<file path="src/source/cache_pkg.sv">
`default_nettype none

package cache_pkg;

	// Processor and system buses share one address and word format
	localparam int addr_w = 16;
	localparam int data_w = 16;
	localparam int wait_w = 4;

	// Word address, no byte lanes
	typedef logic [addr_w-1:0] addr_t;

	typedef logic [data_w-1:0] data_t;

	typedef logic [wait_w-1:0] wait_t; // Wait-state count

	// Bus direction, same encoding on both buses
	typedef enum logic {
		rw_read  = 1'b0,
		rw_write = 1'b1
	} rw_e;

endpackage

`default_nettype wire

</file>
<file path="src/source/proc_port.sv">
`timescale 1ns/100ps
`default_nettype none

module proc_port (
	input  wire logic              clock,
	input  wire logic              rst_n,
	input  wire logic              accept,
	input  wire cache_pkg::rw_e    proc_rw,
	input  wire cache_pkg::addr_t  proc_addr,
	input  wire cache_pkg::data_t  proc_wdata,
	input  wire logic              rdata_from_sys,
	input  wire cache_pkg::data_t  line_data,
	input  wire cache_pkg::data_t  fetched,
	output cache_pkg::rw_e         req_rw,
	output cache_pkg::addr_t       req_addr,
	output cache_pkg::data_t       req_wdata,
	output cache_pkg::data_t       proc_rdata
);

	cache_pkg::rw_e rw_q;

	// Direction of the accepted request
	always_ff @(posedge clock) begin
		if (!rst_n) begin
			rw_q <= cache_pkg::rw_read;
		end else if (accept) begin
			rw_q <= proc_rw;
		end
	end

	// Address and write data held for the whole transaction
	always_ff @(posedge clock) begin
		if (accept) begin
			req_addr  <= proc_addr;
			req_wdata <= proc_wdata;
		end
	end

	// Live direction in the accept cycle, so the FSM can branch from idle
	assign req_rw = accept ? proc_rw : rw_q;

	// Hit data from the line, miss data straight from the system word
	assign proc_rdata = rdata_from_sys ? fetched : line_data;

endmodule

`default_nettype wire

</file>
<file path="src/source/cache_store.sv">
`timescale 1ns/100ps
`default_nettype none

module cache_store #(
	parameter int index_bits = 4
) (
	input  wire logic              clock,
	input  wire logic              rst_n,
	input  wire cache_pkg::addr_t  req_addr,
	input  wire logic              fill,
	input  wire logic              fill_from_sys,
	input  wire cache_pkg::data_t  req_wdata,
	input  wire cache_pkg::data_t  fetched,
	output logic                   hit,
	output cache_pkg::data_t       line_data
);

	localparam int lines = 1 << index_bits;
	localparam int tag_w = cache_pkg::addr_w - index_bits;

	typedef logic [index_bits-1:0] index_t;
	typedef logic [tag_w-1:0]      tag_t;

	index_t           index;
	tag_t             tag;
	tag_t             tag_mem  [lines];
	cache_pkg::data_t data_mem [lines];
	logic [lines-1:0] valid;

	// Low bits pick the line, the rest is the tag
	assign index = req_addr[index_bits-1:0];
	assign tag   = req_addr[cache_pkg::addr_w-1:index_bits];

	always_ff @(posedge clock) begin
		if (!rst_n) begin
			valid <= '0; // Whole cache invalid
		end else if (fill) begin
			valid[index] <= 1'b1;
		end
	end

	always_ff @(posedge clock) begin
		if (fill) begin
			tag_mem[index]  <= tag;
			data_mem[index] <= fill_from_sys ? fetched : req_wdata; // Refill or write
		end
	end

	assign hit       = valid[index] && (tag_mem[index] == tag);
	assign line_data = data_mem[index];

endmodule

`default_nettype wire

</file>
<file path="src/source/cache_ctrl.sv">
`timescale 1ns/100ps
`default_nettype none

module cache_ctrl (
	input  wire logic            clock,
	input  wire logic            rst_n,
	input  wire logic            proc_strobe,
	input  wire cache_pkg::rw_e  req_rw,
	input  wire logic            hit,
	input  wire logic            sys_done,
	output logic                 accept,
	output logic                 proc_ready,
	output logic                 fill,
	output logic                 fill_from_sys,
	output logic                 rdata_from_sys,
	output logic                 sys_start
);

	typedef enum logic [3:0] {
		idle,
		read,
		read_miss,
		read_sys,
		read_data,
		write,
		write_start,
		write_sys,
		write_data
	} state_e;

	state_e state;
	state_e next_state;

	always_ff @(posedge clock) begin
		if (!rst_n) begin
			state <= idle;
		end else begin
			state <= next_state;
		end
	end

	always_comb begin
		next_state = state;
		unique case (state)
			idle: begin
				if (accept) begin
					if (req_rw == cache_pkg::rw_write) begin
						next_state = write;
					end else begin
						next_state = read;
					end
				end
			end
			read: begin
				if (hit) begin
					next_state = idle; // Answered from the cache
				end else begin
					next_state = read_miss;
				end
			end
			read_miss: begin
				next_state = read_sys;
			end
			read_sys: begin
				if (sys_done) begin
					next_state = read_data;
				end
			end
			read_data: begin
				next_state = idle;
			end
			// Write hit and miss take the same path, the line is always written
			write: begin
				next_state = write_start;
			end
			write_start: begin
				next_state = write_sys;
			end
			write_sys: begin
				if (sys_done) begin
					next_state = write_data;
				end
			end
			write_data: begin
				next_state = idle;
			end
			default: begin
				next_state = idle;
			end
		endcase
	end

	// Moore outputs, except accept and the hit ready
	always_comb begin
		accept         = 1'b0;
		proc_ready     = 1'b0;
		fill           = 1'b0;
		fill_from_sys  = 1'b0;
		rdata_from_sys = 1'b0;
		sys_start      = 1'b0;
		unique case (state)
			idle: begin
				accept = proc_strobe;
			end
			read: begin
				proc_ready = hit;
			end
			read_miss: begin
				sys_start = 1'b1;
			end
			read_data: begin
				fill           = 1'b1;
				fill_from_sys  = 1'b1; // Line takes the fetched word
				rdata_from_sys = 1'b1;
				proc_ready     = 1'b1;
			end
			write_start: begin
				fill      = 1'b1;
				sys_start = 1'b1;
			end
			write_data: begin
				proc_ready = 1'b1;
			end
			default: begin
			end
		endcase
	end

endmodule

`default_nettype wire

</file>
<file path="src/source/sys_port.sv">
`timescale 1ns/100ps
`default_nettype none

module sys_port #(
	parameter int wait_states = 3
) (
	input  wire logic              clock,
	input  wire logic              rst_n,
	input  wire logic              sys_start,
	input  wire cache_pkg::rw_e    req_rw,
	input  wire cache_pkg::addr_t  req_addr,
	input  wire cache_pkg::data_t  req_wdata,
	input  wire cache_pkg::data_t  sys_rdata,
	output logic                   sys_strobe,
	output cache_pkg::rw_e         sys_rw,
	output cache_pkg::addr_t       sys_addr,
	output cache_pkg::data_t       sys_wdata,
	output logic                   sys_done,
	output cache_pkg::data_t       fetched
);

	cache_pkg::wait_t count;

	always_ff @(posedge clock) begin
		if (!rst_n) begin
			sys_strobe <= 1'b0;
			count      <= '0;
		end else begin
			sys_strobe <= sys_start; // One-cycle pulse
			if (sys_start) begin
				count <= cache_pkg::wait_t'(wait_states);
			end else if (count != '0) begin
				count <= count - 1'b1;
			end
		end
	end

	// Request held on the bus until the next start
	always_ff @(posedge clock) begin
		if (sys_start) begin
			sys_rw    <= req_rw;
			sys_addr  <= req_addr;
			sys_wdata <= req_wdata;
		end
	end

	// Last wait cycle, count hits zero on this edge
	assign sys_done = (count == cache_pkg::wait_t'(1));

	always_ff @(posedge clock) begin
		if (sys_done) begin
			fetched <= sys_rdata;
		end
	end

endmodule

`default_nettype wire

</file>
<file path="src/source/cache_top.sv">
`timescale 1ns/100ps
`default_nettype none

module cache_top #(
	parameter int index_bits  = 4,
	parameter int wait_states = 3
) (
	input  wire logic              clock,
	input  wire logic              rst_n,
	input  wire logic              proc_strobe,
	input  wire cache_pkg::rw_e    proc_rw,
	input  wire cache_pkg::addr_t  proc_addr,
	input  wire cache_pkg::data_t  proc_wdata,
	output logic                   proc_ready,
	output cache_pkg::data_t       proc_rdata,
	output logic                   sys_strobe,
	output cache_pkg::rw_e         sys_rw,
	output cache_pkg::addr_t       sys_addr,
	output cache_pkg::data_t       sys_wdata,
	input  wire cache_pkg::data_t  sys_rdata
);

	logic             accept;
	logic             hit;
	logic             fill;
	logic             fill_from_sys;
	logic             rdata_from_sys;
	logic             sys_start;
	logic             sys_done;
	cache_pkg::rw_e   req_rw;
	cache_pkg::addr_t req_addr;
	cache_pkg::data_t req_wdata;
	cache_pkg::data_t line_data;
	cache_pkg::data_t fetched;

	// Processor side
	proc_port u_proc_port (
		.clock          (clock),
		.rst_n          (rst_n),
		.accept         (accept),
		.proc_rw        (proc_rw),
		.proc_addr      (proc_addr),
		.proc_wdata     (proc_wdata),
		.rdata_from_sys (rdata_from_sys),
		.line_data      (line_data),
		.fetched        (fetched),
		.req_rw         (req_rw),
		.req_addr       (req_addr),
		.req_wdata      (req_wdata),
		.proc_rdata     (proc_rdata)
	);

	cache_store #(
		.index_bits (index_bits)
	) u_cache_store (
		.clock         (clock),
		.rst_n         (rst_n),
		.req_addr      (req_addr),
		.fill          (fill),
		.fill_from_sys (fill_from_sys),
		.req_wdata     (req_wdata),
		.fetched       (fetched),
		.hit           (hit),
		.line_data     (line_data)
	);

	cache_ctrl u_cache_ctrl (
		.clock          (clock),
		.rst_n          (rst_n),
		.proc_strobe    (proc_strobe),
		.req_rw         (req_rw),
		.hit            (hit),
		.sys_done       (sys_done),
		.accept         (accept),
		.proc_ready     (proc_ready),
		.fill           (fill),
		.fill_from_sys  (fill_from_sys),
		.rdata_from_sys (rdata_from_sys),
		.sys_start      (sys_start)
	);

	// System memory side
	sys_port #(
		.wait_states (wait_states)
	) u_sys_port (
		.clock      (clock),
		.rst_n      (rst_n),
		.sys_start  (sys_start),
		.req_rw     (req_rw),
		.req_addr   (req_addr),
		.req_wdata  (req_wdata),
		.sys_rdata  (sys_rdata),
		.sys_strobe (sys_strobe),
		.sys_rw     (sys_rw),
		.sys_addr   (sys_addr),
		.sys_wdata  (sys_wdata),
		.sys_done   (sys_done),
		.fetched    (fetched)
	);

endmodule

`default_nettype wire

</file>
<file path="config.mk">
export PLATFORM = sky130hd
export DESIGN_NAME = cache_top
export DESIGN_NICKNAME = d
export VERILOG_FILES = /design/src/source/cache_pkg.sv /design/src/source/proc_port.sv /design/src/source/cache_store.sv /design/src/source/cache_ctrl.sv /design/src/source/sys_port.sv /design/src/source/cache_top.sv
export SDC_FILE = /design/constraint.sdc
export NUM_CORES = 1
export LEC_CHECK = 0
export BUFFER_PORTS_ARGS = -buffer_cell sky130_fd_sc_hd__buf_2
export CORE_MARGIN = 3
export CORE_UTILIZATION = 60
export CTS_CLUSTER_DIAMETER = 30
export DETAILED_ROUTE_END_ITERATION = 7
export PLACE_DENSITY = 0.85
export RECOVER_POWER = 25
export SYNTH_ARGS = -nofsm -noshare
export SYNTH_HDL_FRONTEND = slang
export SYNTH_SLANG_ARGS = --single-unit
</file>
<file path="constraint.sdc">
create_clock -name clock -period 7.75 [get_ports clock]
set_input_delay 0 -clock clock [delete_from_list [all_inputs] [get_ports clock]]
set_output_delay 0 -clock clock [all_outputs]
set_load 0.005 [all_outputs]
</file>
==> results of run 1 <==
==> area by class of cell <==
| cell class | count | area [um2] |
|---|---|---|
| well taps | 455 | 569 |
| multi-input cells | 398 | 4680 |
| flip-flops and latches | 559 | 16500 |
| clock buffers | 108 | 2470 |
| repair buffers | 177 | 1170 |
| fillers | 1748 | 8630 |
| inverters | 7 | 26.3 |
| clock inverters | 64 | 764 |
==> metal layers <==
metal	routed length, um	vias up	GRT usage [%]
li1	-	4603	-
met4	2270	0	12.8
met5	0	-	0
met3	5080	172	8.22
met1	19000	5778	36.7
met2	26600	782	46.0
==> kinds of logic after synthesis <==
logic type      Yosys count  synth area share, %
fa+ha+maj                 3                0.176
mux                     159                 15.2
simple gates            177                 3.60
compound gates           43                 1.66
flops                   559                 77.3
xor+xnor                 16                0.657
buf+inv                  54                 1.42
==> power groups by stage <==
stage | logic [W] | registers, W | clock network [W]
after floorplan | 0.00163 | 0.00397 | 0
after global placement | 0.00200 | 0.00418 | 0
after detailed placement | 0.00208 | 0.00420 | 0
after CTS | 0.00217 | 0.00416 | 0.00423
after global routing | 0.00233 | 0.00420 | 0.00438
final | 0.00217 | 0.00416 | 0.00421
==> metrics by stage <==
stage,util (%),cell area (um2),cells
after global routing,75.2,26200,1768
after floorplan,-,21300,1011
after CTS,75.3,26200,1768
final,75.2,26200,1768
after global placement,64.5,22500,1545
after detailed placement,64.5,22500,1545
==> how the worst min path moves through the flow <==
stage,from,end,slack [ns],depth (start not counted)
finish,proc_addr[8],u_proc_port.req_addr[8],0.09,2
global route,proc_addr[5],u_proc_port.req_addr[5],0.08,2
CTS,proc_addr[5],u_proc_port.req_addr[5],0.06,2
detailed placement,proc_addr[12],u_proc_port.req_addr[12],0.18,1
global placement,proc_addr[9],u_proc_port.req_addr[9],0.18,1
floorplan,proc_addr[0],u_proc_port.req_addr[0],0.1,0
==> worst register-to-register path: stages, from the launching register on <==
cell and delay, ns:
dfxtp_4 0.92, buf_4 0.79, mux4_1 0.69, nand2b_1 0.09, nand3b_1 0.14, a21o_1 0.24, a2111oi_4 0.39, a311oi_1 0.16
o21ba_1 0.26
==> sequential cells by signal, summed over array words and instances, names as in the netlist, named ones only <==
signal	count
u_sys_port.sys_wdata	16
u_proc_port.rw_q	1
u_cache_ctrl.state	4
u_sys_port.fetched	16
u_sys_port.sys_strobe	1
u_cache_store.tag_mem	192
u_sys_port.sys_rw	1
u_proc_port.req_wdata	16
u_cache_store.data_mem	256
u_cache_store.valid	16
u_sys_port.count	4
u_sys_port.sys_addr	16
u_proc_port.req_addr	16
==> repair_timing <==
action / 4_1_cts / 5_1_grt
hold buffers: 51 / 0
setup buffers: 0 / 0
hold endpoints to repair: 78 / 0
==> placed cells by master (no fill, tap or decap), types with 23 or more instances in the layout <==
cell type / instances
edfxtp_1: 529
mux4_2: 122
nand2_1: 109
clkbuf_16: 96
buf_2: 77
dlygate4sd3_1: 51
clkbuf_1: 32
dfxtp_1: 26
buf_4: 24
mux2i_1: 23
==> results.md, run 1 <==
* Status: complete, no violations
* H-tree level count at 3
* Synth warn at 0
* Switching Share at 28.8%
* Vias in the first global route at 12358
* Drt pass-1 iters at 6
* Slowest CP cell: dfxtp_4
* Worst Path Max Fanout at 54
* Largest area contributor in the netlist: edfxtp_1
* PnR worst setup slack at 3.17 ns
* Ant. Diodes at 0
* Synthesized Nets at 1066
* Area delta synth->final at 22.7%
* Worst hold path type: in2reg
* Register area share after synthesis at 77.3%
* Unique masters post-synth at 52
* Share of layout cells above drive strength 1 at 31.1%
* Area contributors post-synth: edfxtp_1, mux4_2, dfxtp_1
* Internal power at 0.00750 W
* Comb power frac at 20.6%
* DR vias/cell at 6.41
* Routed Antenna Nets at 0
* Synth top cells by count: edfxtp_1, mux4_2, nand2_1, dfxtp_1
* Main synth FF type: edfxtp_1
* Setup TNS at 0 ns
* CTS Buffer Depth at 3
* Delay-heaviest family, CP: compound AO/OA/AOI/OAI gates
* Synthesized area at 21300 um2
* Die ar. at 37800 um2
* Num CTS Buffers at 94
* P_leak at 8.93 nW
* RSZ-0062 raised after global routing: no
* Final setup violation count at 0
* Place WS at 3.90 ns
* Part of the power in registers at 39.5%
* Crit path kind: reg2out
* Slew @ Worst Pin at 1.27 ns
* Maximum VDD drop at 0.000324 V
* Row cnt at 68
* Worst EP required at 7.75 ns
* Starting Density at 61.3%
* First-pass GRT wire length at 78.9 mm
* Final setup skew at 0.0329 ns
* Initial antenna violation count at 0
* Crit path buf inv count at 2
* Max stage delay on crit path at 0.92 ns
* Worst setup EP type: primary output
* R2R Setup Slk at 3.92 ns
* Fraction of registers with async set/reset at 0%
* Pwr dens at 403 nW/um2
* WP depth at 9
* Clock sink count at 559
* Final net count at 1292
* Worst path cell trace: buf_4 > mux4_1 > nand2b_1 > nand3b_1 > a21o_1 > a2111oi_4 > nand4_1 > a31oi_1 > buf_2
* CTS resizes at 0
* Die H at 195 um
* Routability cong. at 0.776
* Final HPWL DP at 25.5 mm
* Critical Path Source Type: register
* Tcrit/Tclk final at 59.2%
* Max-slew violations at 0
* Max_slew headroom at 15.1%
* Hold WS at 0.0920 ns
* Gr usage total at 28.5%
* Share of the synthesized area in the top cell type at 74.5%
* Number of remaining DRC errors at 0
* Root buf cell: clkbuf_16
* Fmax at 218 MHz
* Top Ports at 103
* Reg-to-reg endpoint: u_cache_ctrl.state[1]
* Avg Inst Size Synth at 21.1 um2
* Post-synth EDFFs at 529
* Post-Synthesis Cells at 1011
* DRT Wirelength at 53.0 mm
* Vias at 11335
* First-iteration detailed-routing DRC count at 1364
* Total power draw at 0.0105 W
* Largest net degree at the start of global routing at 55
* GRT overflow at 0
* Tmin final at 4.58 ns
* Top-count cell post-synth: edfxtp_1
* Critical Path End: proc_ready
* CTS tree: done
* Clk pwr share at 39.9%
* Core ar. at 34800 um2
* Worst Path Arrival at 4.58 ns
* Wire per inst at 30.0 um
* Seq cells post-synth at 559
* Switching pwr at 0.00304 W
* R2R cell count at 8
* Clock-pin slew on the worst setup and hold paths at 0.06 ns
* Max_cap viols at 0
* Worst skew pair latency at 0.61 ns
* Die span in x at 195 um
* Buffers on Ports at 102
* Fin. Hold Viols at 0
No activity file was read; power rests on OpenSTA's default activity.
==> inputs of run 2 (changes only) <==
--- a/config.mk
+++ b/config.mk
@@ -5,12 +5,13 @@
 export SDC_FILE = /design/constraint.sdc
 export NUM_CORES = 1
 export LEC_CHECK = 0
+export ABC_AREA = 1
 export BUFFER_PORTS_ARGS = -buffer_cell sky130_fd_sc_hd__buf_2
 export CORE_MARGIN = 3
-export CORE_UTILIZATION = 60
+export CORE_UTILIZATION = 55
 export CTS_CLUSTER_DIAMETER = 30
 export DETAILED_ROUTE_END_ITERATION = 7
-export PLACE_DENSITY = 0.85
+export PLACE_DENSITY = 0.82
 export RECOVER_POWER = 25
 export SYNTH_ARGS = -nofsm -noshare
 export SYNTH_HDL_FRONTEND = slang
==> constraint.sdc (replaced) <==
create_clock -name clock -period 3.7 [get_ports clock]
set_input_delay 0 -clock clock [delete_from_list [all_inputs] [get_ports clock]]
set_output_delay 0 -clock clock [all_outputs]
set_load 0.005 [all_outputs]
==> run 2 against run 1 <==
- first-iteration DRC count up 81%
- final cell count increased by 47%
- clock power rose by 97%
- sequential cell count did not move
- synthesized cell count is 80% higher
- setup slack worse by 3.1 ns
- total power is 120% higher
- critical path depth is the same
- clock skew decreased by 0.0095 ns
- non-clock buffer count up 7
- highest routed layer unchanged
==> results.md, run 2 <==
* Worst Path Arrival at 3.63 ns
* Die span in x at 207 um
* Clock sink count at 559
* Maximum VDD drop at 0.00109 V
* Critical Path Source Type: register
* RSZ-0062 raised after global routing: no
* Most frequent cells in the layout: edfxtp_1, nand2_1, nor2_1, o21ai_0, nand3_1
* Adder-Cell Fraction of Synth Area at 0.169%
* Met1 wire length at 21.5 mm
* Tmin final at 3.63 ns
* Max_cap viols at 0
* Worst skew pair latency at 0.62 ns
* Ant. Diodes at 0
* Setup TNS at 0 ns
* Inst Count DP at 2369
* Slew @ Worst Pin at 1.35 ns
* Post-Synthesis Cells at 1817
* Row cnt at 72
* First-iteration detailed-routing DRC count at 2474
* Routability cong. at 0.850
* Gr usage total at 28.9%
* Fin. Hold Viols at 0
* Core ar. at 39300 um2
* Max stage delay on crit path at 0.64 ns
* Pwr dens at 866 nW/um2
* Fmax at 276 MHz
* Wire per inst at 24.0 um
* Part of the power in registers at 36.6%
* Crit path buf inv count at 3
* Final net count at 2051
* Top-count cell post-synth: edfxtp_1
* Vias in the first global route at 16488
* First-pass GRT wire length at 93.3 mm
* Switching Share at 35.7%
* Most common cell after layout, fill and taps aside: edfxtp_1
* CTS tree: done
* Top cell by count, worst path: nand2_1
* Xor/xnor share of the synthesized area at 0.0788%
* PnR worst setup slack at 0.0734 ns
* Max_slew headroom at 9.40%
* Comb power frac at 27.6%
* Top Registers: u_cache_store.data_mem x256, u_cache_store.tag_mem x192
* Initial antenna violation count at 0
* Area delta synth->final at 20.5%
* P_leak at 9.84 nW
* Reg-to-reg endpoint: u_cache_store.data_mem[14][7]
* Largest net degree at the start of global routing at 150
* Synthesized area at 22200 um2
* Worst setup EP type: primary output
* CTS resizes at 0
* Max reg flops at 256
* CTS Buffer Depth at 3
* Top sig layer: met4
* Worst path cell trace: buf_12 > buf_4 > o21ai_0 > o221ai_1 > nand3_1 > nand2_1 > o21ai_1 > nand2_1 > buf_2
* Post-Synth Simple-Gate Area at 13.4%
* Hold-fix buffer count after cts at 51
* Die H at 207 um
* Final HPWL DP at 30.0 mm
* Clk pwr share at 35.8%
* Switching pwr at 0.00828 W
* Synthesized Nets at 1872
* Final setup violation count at 0
* Top Ports at 103
* R2R Setup Slk at 0.41 ns
* WHS Path Cells at 2
* Seq cells post-synth at 559
* Internal power at 0.0149 W
* Place WS at 0.698 ns
* Status: complete, no violations
* Biggest register: u_cache_store.data_mem
* Mux share of post-synthesis cell area at 0%
* Synth Area in Compound Gates at 7.90%
* GRT overflow at 0
* Delay-heaviest family, CP: buffers and inverters
* Hold EP: u_sys_port.fetched[1]
* Slowest CP cell: dfxtp_4
* DRT Wirelength at 62.2 mm
* Synth top cells by count: edfxtp_1, nand2_1, nor2_1, o21ai_0, nand3_1
* Share of layout cells above drive strength 1 at 14.0%
* WL met3 at 7.52 mm
* Worst r2r src: u_cache_ctrl.state[3]
* Routed Antenna Nets at 0
* Post-CTS setup buffer count at 0
* Hold WS at 0.0932 ns
* Unique masters post-synth at 31
* Worst Path Max Fanout at 149
* Num CTS Buffers at 92
* Drt pass-1 iters at 6
* Non-Filler Instances at 2591
* Largest area contributor in the netlist: edfxtp_1
* Fraction of registers with async set/reset at 0%
* WL met2 at 30.4 mm
* Die ar. at 42800 um2
* Worst EP required at 3.70 ns
* Register area share after synthesis at 74.2%
* Clock-pin slew on the worst setup and hold paths at 0.06 ns
* Hold Path Origin: sys_rdata[1]
* H-tree level count at 3
* Tcrit/Tclk final at 98.0%
* Starting Density at 56.6%
* Crit path kind: reg2out
* Worst hold path type: in2reg
* Avg Inst Size Synth at 12.2 um2
* Largest family of logic cells by synthesized area: simple AND/OR/NAND/NOR gates
* DR vias/cell at 6.25
* Share of the synthesized area in the top cell type at 71.5%
* Number of remaining DRC errors at 0
* Buffers on Ports at 102
* Main synth FF type: edfxtp_1
* R2R cell count at 5
* Area contributors post-synth: edfxtp_1, nand2_1, nor2_1
* Post-synth EDFFs at 529
* Max-slew violations at 0
* Vias at 16183
* Final setup skew at 0.0234 ns
* Synth warn at 0
* Root buf cell: clkbuf_16
## run 2: cell types whose count changed after synthesis, moves of 23 or more
cell,delta
o211ai_1,+33
clkbuf_1,+30
o221ai_1,+40
nor2_1,+213
o21ai_1,+24
o21ai_0,+161
nand2_1,+258
inv_1,+107
mux4_2,-122
nand3_1,+122
o22ai_1,+23
mux2i_1,-23
## run 2: through the flow
stage / total power [W] / utilization (%) / area, um2
2_1_floorplan: 0.0125 / - / 22200
3_3_place_gp: 0.0142 / 59.3 / 23300
3_5_place_dp: 0.0145 / 59.3 / 23300
4_1_cts: 0.0228 / 68.2 / 26800
5_1_grt: 0.0240 / 68.2 / 26800
6_report: 0.0232 / 68.2 / 26800
## run 2: cell families after synthesis
logic type               after synthesis
AO/OA/AOI/OAI                        295
XOR/XNOR                               2
adder cells (fa/ha/maj)                3
buffers and inverters                217
flip-flops                           559
AND/OR/NAND/NOR                      741
## run 2: power by group through the flow
stage	Clock [W]	Sequential, W	Combinational [W]
floorplan	0	0.00834	0.00411
global placement	0	0.00853	0.00564
detailed placement	0	0.00855	0.00593
CTS	0.00823	0.00845	0.00615
global route	0.00855	0.00853	0.00690
finish	0.00829	0.00849	0.00640
## run 2: worst reg2reg max path, delay by kind of cell, from the launching register on
kind          cells  cell delay (ns)
simple gates      4             2.07
flops             1             0.65
buf+inv           1             0.30
## run 2: layer usage
layer / GRT usage [%] / up-vias
li1: - / 6828
met1: 36.7 / 7615
met2: 46.6 / 1474
met3: 7.34 / 266
met5: 0 / -
met4: 14.8 / 0
## run 2: worst max-delay path by stage
stage | start | endpoint | slack, ns | cells after the start
2_1_floorplan | u_cache_ctrl.state[3] | u_cache_store.data_mem[11][0] | 1.07 | 8
3_3_place_gp | u_cache_ctrl.state[3] | u_cache_store.data_mem[10][11] | 0.87 | 5
3_5_place_dp | u_cache_ctrl.state[3] | u_cache_store.data_mem[10][8] | 0.70 | 5
4_1_cts | register | proc_ready | 0.23 | 14
5_1_grt | register | proc_rdata[5] | 0.002 | 9
6_report | register | proc_rdata[14] | 0.07 | 9
## run 2: final cells by class
type / instances / area (um2)
Inverter: 118 / 449
Multi-Input combinational cell: 1041 / 4910
Sequential cell: 559 / 16500
Clock inverter: 68 / 629
Fill cell: 2376 / 12500
Clock buffer: 103 / 2370
Tap cell: 518 / 648
Timing Repair Buffer: 184 / 1280
==> inputs of run 3 (changes only) <==
--- a/config.mk
+++ b/config.mk
@@ -6,7 +6,7 @@
 export NUM_CORES = 1
 export LEC_CHECK = 0
 export ABC_AREA = 1
-export BUFFER_PORTS_ARGS = -buffer_cell sky130_fd_sc_hd__buf_2
+export BUFFER_PORTS_ARGS = -buffer_cell sky130_fd_sc_hd__clkbuf_2
 export CORE_MARGIN = 3
 export CORE_UTILIZATION = 55
 export CTS_CLUSTER_DIAMETER = 30
==> run 3 against run 2 <==
- global-route usage grew 0.56 points
- die area is the same
- combinational power grew 2%
- clock power grew 2.7%
- critical path depth grew 2
- final cell count is essentially flat
- clock skew grew 0.012 ns
- register-to-register slack gained 0.33 ns
- total power grew 1.4%
- critical endpoint is now proc_ready
- largest cell class unchanged
- largest power group is now the clock network
==> results.md, run 3 (synthesis results as in run 2) <==
* Status: complete, no violations
* Vias at 16374
* Wire per inst at 24.3 um
* CTS resizes at 0
* Worst Path Max Fanout at 72
* CTS tree: done
* Comb power frac at 27.8%
* Core Util, Final at 68.3%
* Hold-fix buffer count after cts at 51
* Maximum VDD drop at 0.000750 V
* Most common cell after layout, fill and taps aside: edfxtp_1
* Slew @ Worst Pin at 1.20 ns
* First-pass GRT wire length at 94.9 mm
* Die ar. at 42800 um2
* Buffers on Ports at 102
* Final setup skew at 0.0350 ns
* Core ar. at 39300 um2
* Final HPWL DP at 30.7 mm
* Max-slew violations at 0
* Worst setup EP type: primary output
* DRT Wirelength at 62.9 mm
* Die H at 207 um
* Starting Density at 56.6%
* P_leak at 9.88 nW
* Top Ports at 103
* Max_slew headroom at 19.8%
* DR vias/cell at 6.32
* Max_cap viols at 0
* Pwr dens at 875 nW/um2
* Ant. Diodes at 0
* H-tree level count at 3
* GRT overflow at 0
* Num CTS Buffers at 86
* Drt pass-1 iters at 7
* Worst EP required at 3.70 ns
* Root buf cell: clkbuf_16
* Gr usage total at 29.5%
* Biggest register: u_cache_store.data_mem
* Worst hold path type: in2reg
* Place WS at 0.994 ns
* Top Registers: u_cache_store.data_mem x256, u_cache_store.tag_mem x192
* Die span in x at 207 um
* Max reg flops at 256
* Number of remaining DRC errors at 0
* Vias in the first global route at 16629
* Fmax at 283 MHz
* Most frequent cells in the layout: edfxtp_1, nand2_1, nor2_1, o21ai_0, nand3_1
* Part of the power in registers at 36.0%
* Fin area at 26800 um2
* Initial antenna violation count at 0
* Fillers at 2341
* Row cnt at 72
* RSZ-0062 raised after global routing: no
* Largest net degree at the start of global routing at 121
* Final net count at 2053
* Clk pwr share at 36.2%
* Clock sink count at 559
* PnR worst setup slack at 0.172 ns
* Fin. Hold Viols at 0
* Tmin final at 3.53 ns
* Tcrit/Tclk final at 95.3%
* Switching pwr at 0.00842 W
* Switching Share at 35.8%
* Register Area at 16500 um2
* Setup TNS at 0 ns
* Critical Path Source Type: register
* Crit path kind: reg2out
* First-iteration detailed-routing DRC count at 2729
* Area delta synth->final at 20.8%
* Post-CTS setup buffer count at 0
* Routability cong. at 0.845
* Hold WS at 0.108 ns
* Routed Antenna Nets at 0
* Final setup violation count at 0
* Worst skew pair latency at 0.61 ns
* Internal power at 0.0151 W
* Multi-input gate area at 4910 um2
* Worst Path Arrival at 3.53 ns
* Clock-pin slew on the worst setup and hold paths at 0.06 ns
* CTS Buffer Depth at 3
* Dpl cell area at 23300 um2
* Share of layout cells above drive strength 1 at 13.7%
run 3: cell count changes in the layout (fill, tap and decap cells not counted), sizes merged:
cell	previous run	this run
buf	112	39
bufinv	7	12
inv	126	130
clkbuf	124	200
clkinvlp	15	12
clkinv	38	28
run 3: power groups by stage:
| stage | clock, W | combinational (W) | sequential, W |
|---|---|---|---|
| 2_1_floorplan | 0 | 0.00411 | 0.00834 |
| 3_3_place_gp | 0 | 0.00567 | 0.00850 |
| 3_5_place_dp | 0 | 0.00595 | 0.00853 |
| 4_1_cts | 0.00843 | 0.00627 | 0.00842 |
| 5_1_grt | 0.00880 | 0.00701 | 0.00850 |
| 6_report | 0.00851 | 0.00652 | 0.00846 |
run 3: path summary, 6_finish.rpt:
| check | start | endpoint | slack, ns | cells past startpoint |
|---|---|---|---|---|
| setup / recovery | register | proc_ready | 0.17 | 11 |
| setup reg to reg | u_cache_ctrl.state[0] | u_cache_store.data_mem[4][15] | 0.74 | 5 |
| hold reg to reg | u_proc_port.req_wdata[6] | u_sys_port.sys_wdata[6] | 0.44 | 0 |
| hold / removal | proc_addr[6] | u_proc_port.req_addr[6] | 0.11 | 2 |
run 3: layer usage:
| layer | up-vias | track usage, % | wire length (um) |
|---|---|---|---|
| met4 | 0 | 15.7 | 3150 |
| li1 | 6815 | - | - |
| met2 | 1539 | 48.1 | 30600 |
| met5 | - | 0 | 0 |
| met3 | 330 | 7.39 | 8160 |
| met1 | 7690 | 36.7 | 21000 |
run 3: final cells by class:
class | count | share of cell area (%)
Clock inverter | 64 | 2.98
Clock buffer | 98 | 8.41
Inverter | 118 | 1.67
Timing Repair Buffer | 192 | 4.81
Tap cell | 518 | 2.41
Sequential cell | 559 | 61.4
Multi-Input combinational cell | 1041 | 18.3
run 3: metrics by stage:
step	cells	power [W]
4_1_cts	2590	0.0231
2_1_floorplan	1817	0.0125
3_3_place_gp	2377	0.0142
6_report	2590	0.0235
5_1_grt	2590	0.0243
3_5_place_dp	2377	0.0145
run 3: worst max-delay path, stage by stage (launching register included):
cell and delay, ns:
dfxtp_2 0.34, buf_4 0.34, buf_4 0.71, o21ai_0 0.28, o211ai_1 0.26, nand3_1 0.14, nand3_1 0.12, nand3_1 0.09
nor2_1 0.17, nand3_1 0.19, nand2_1 0.12, clkbuf_2 0.12
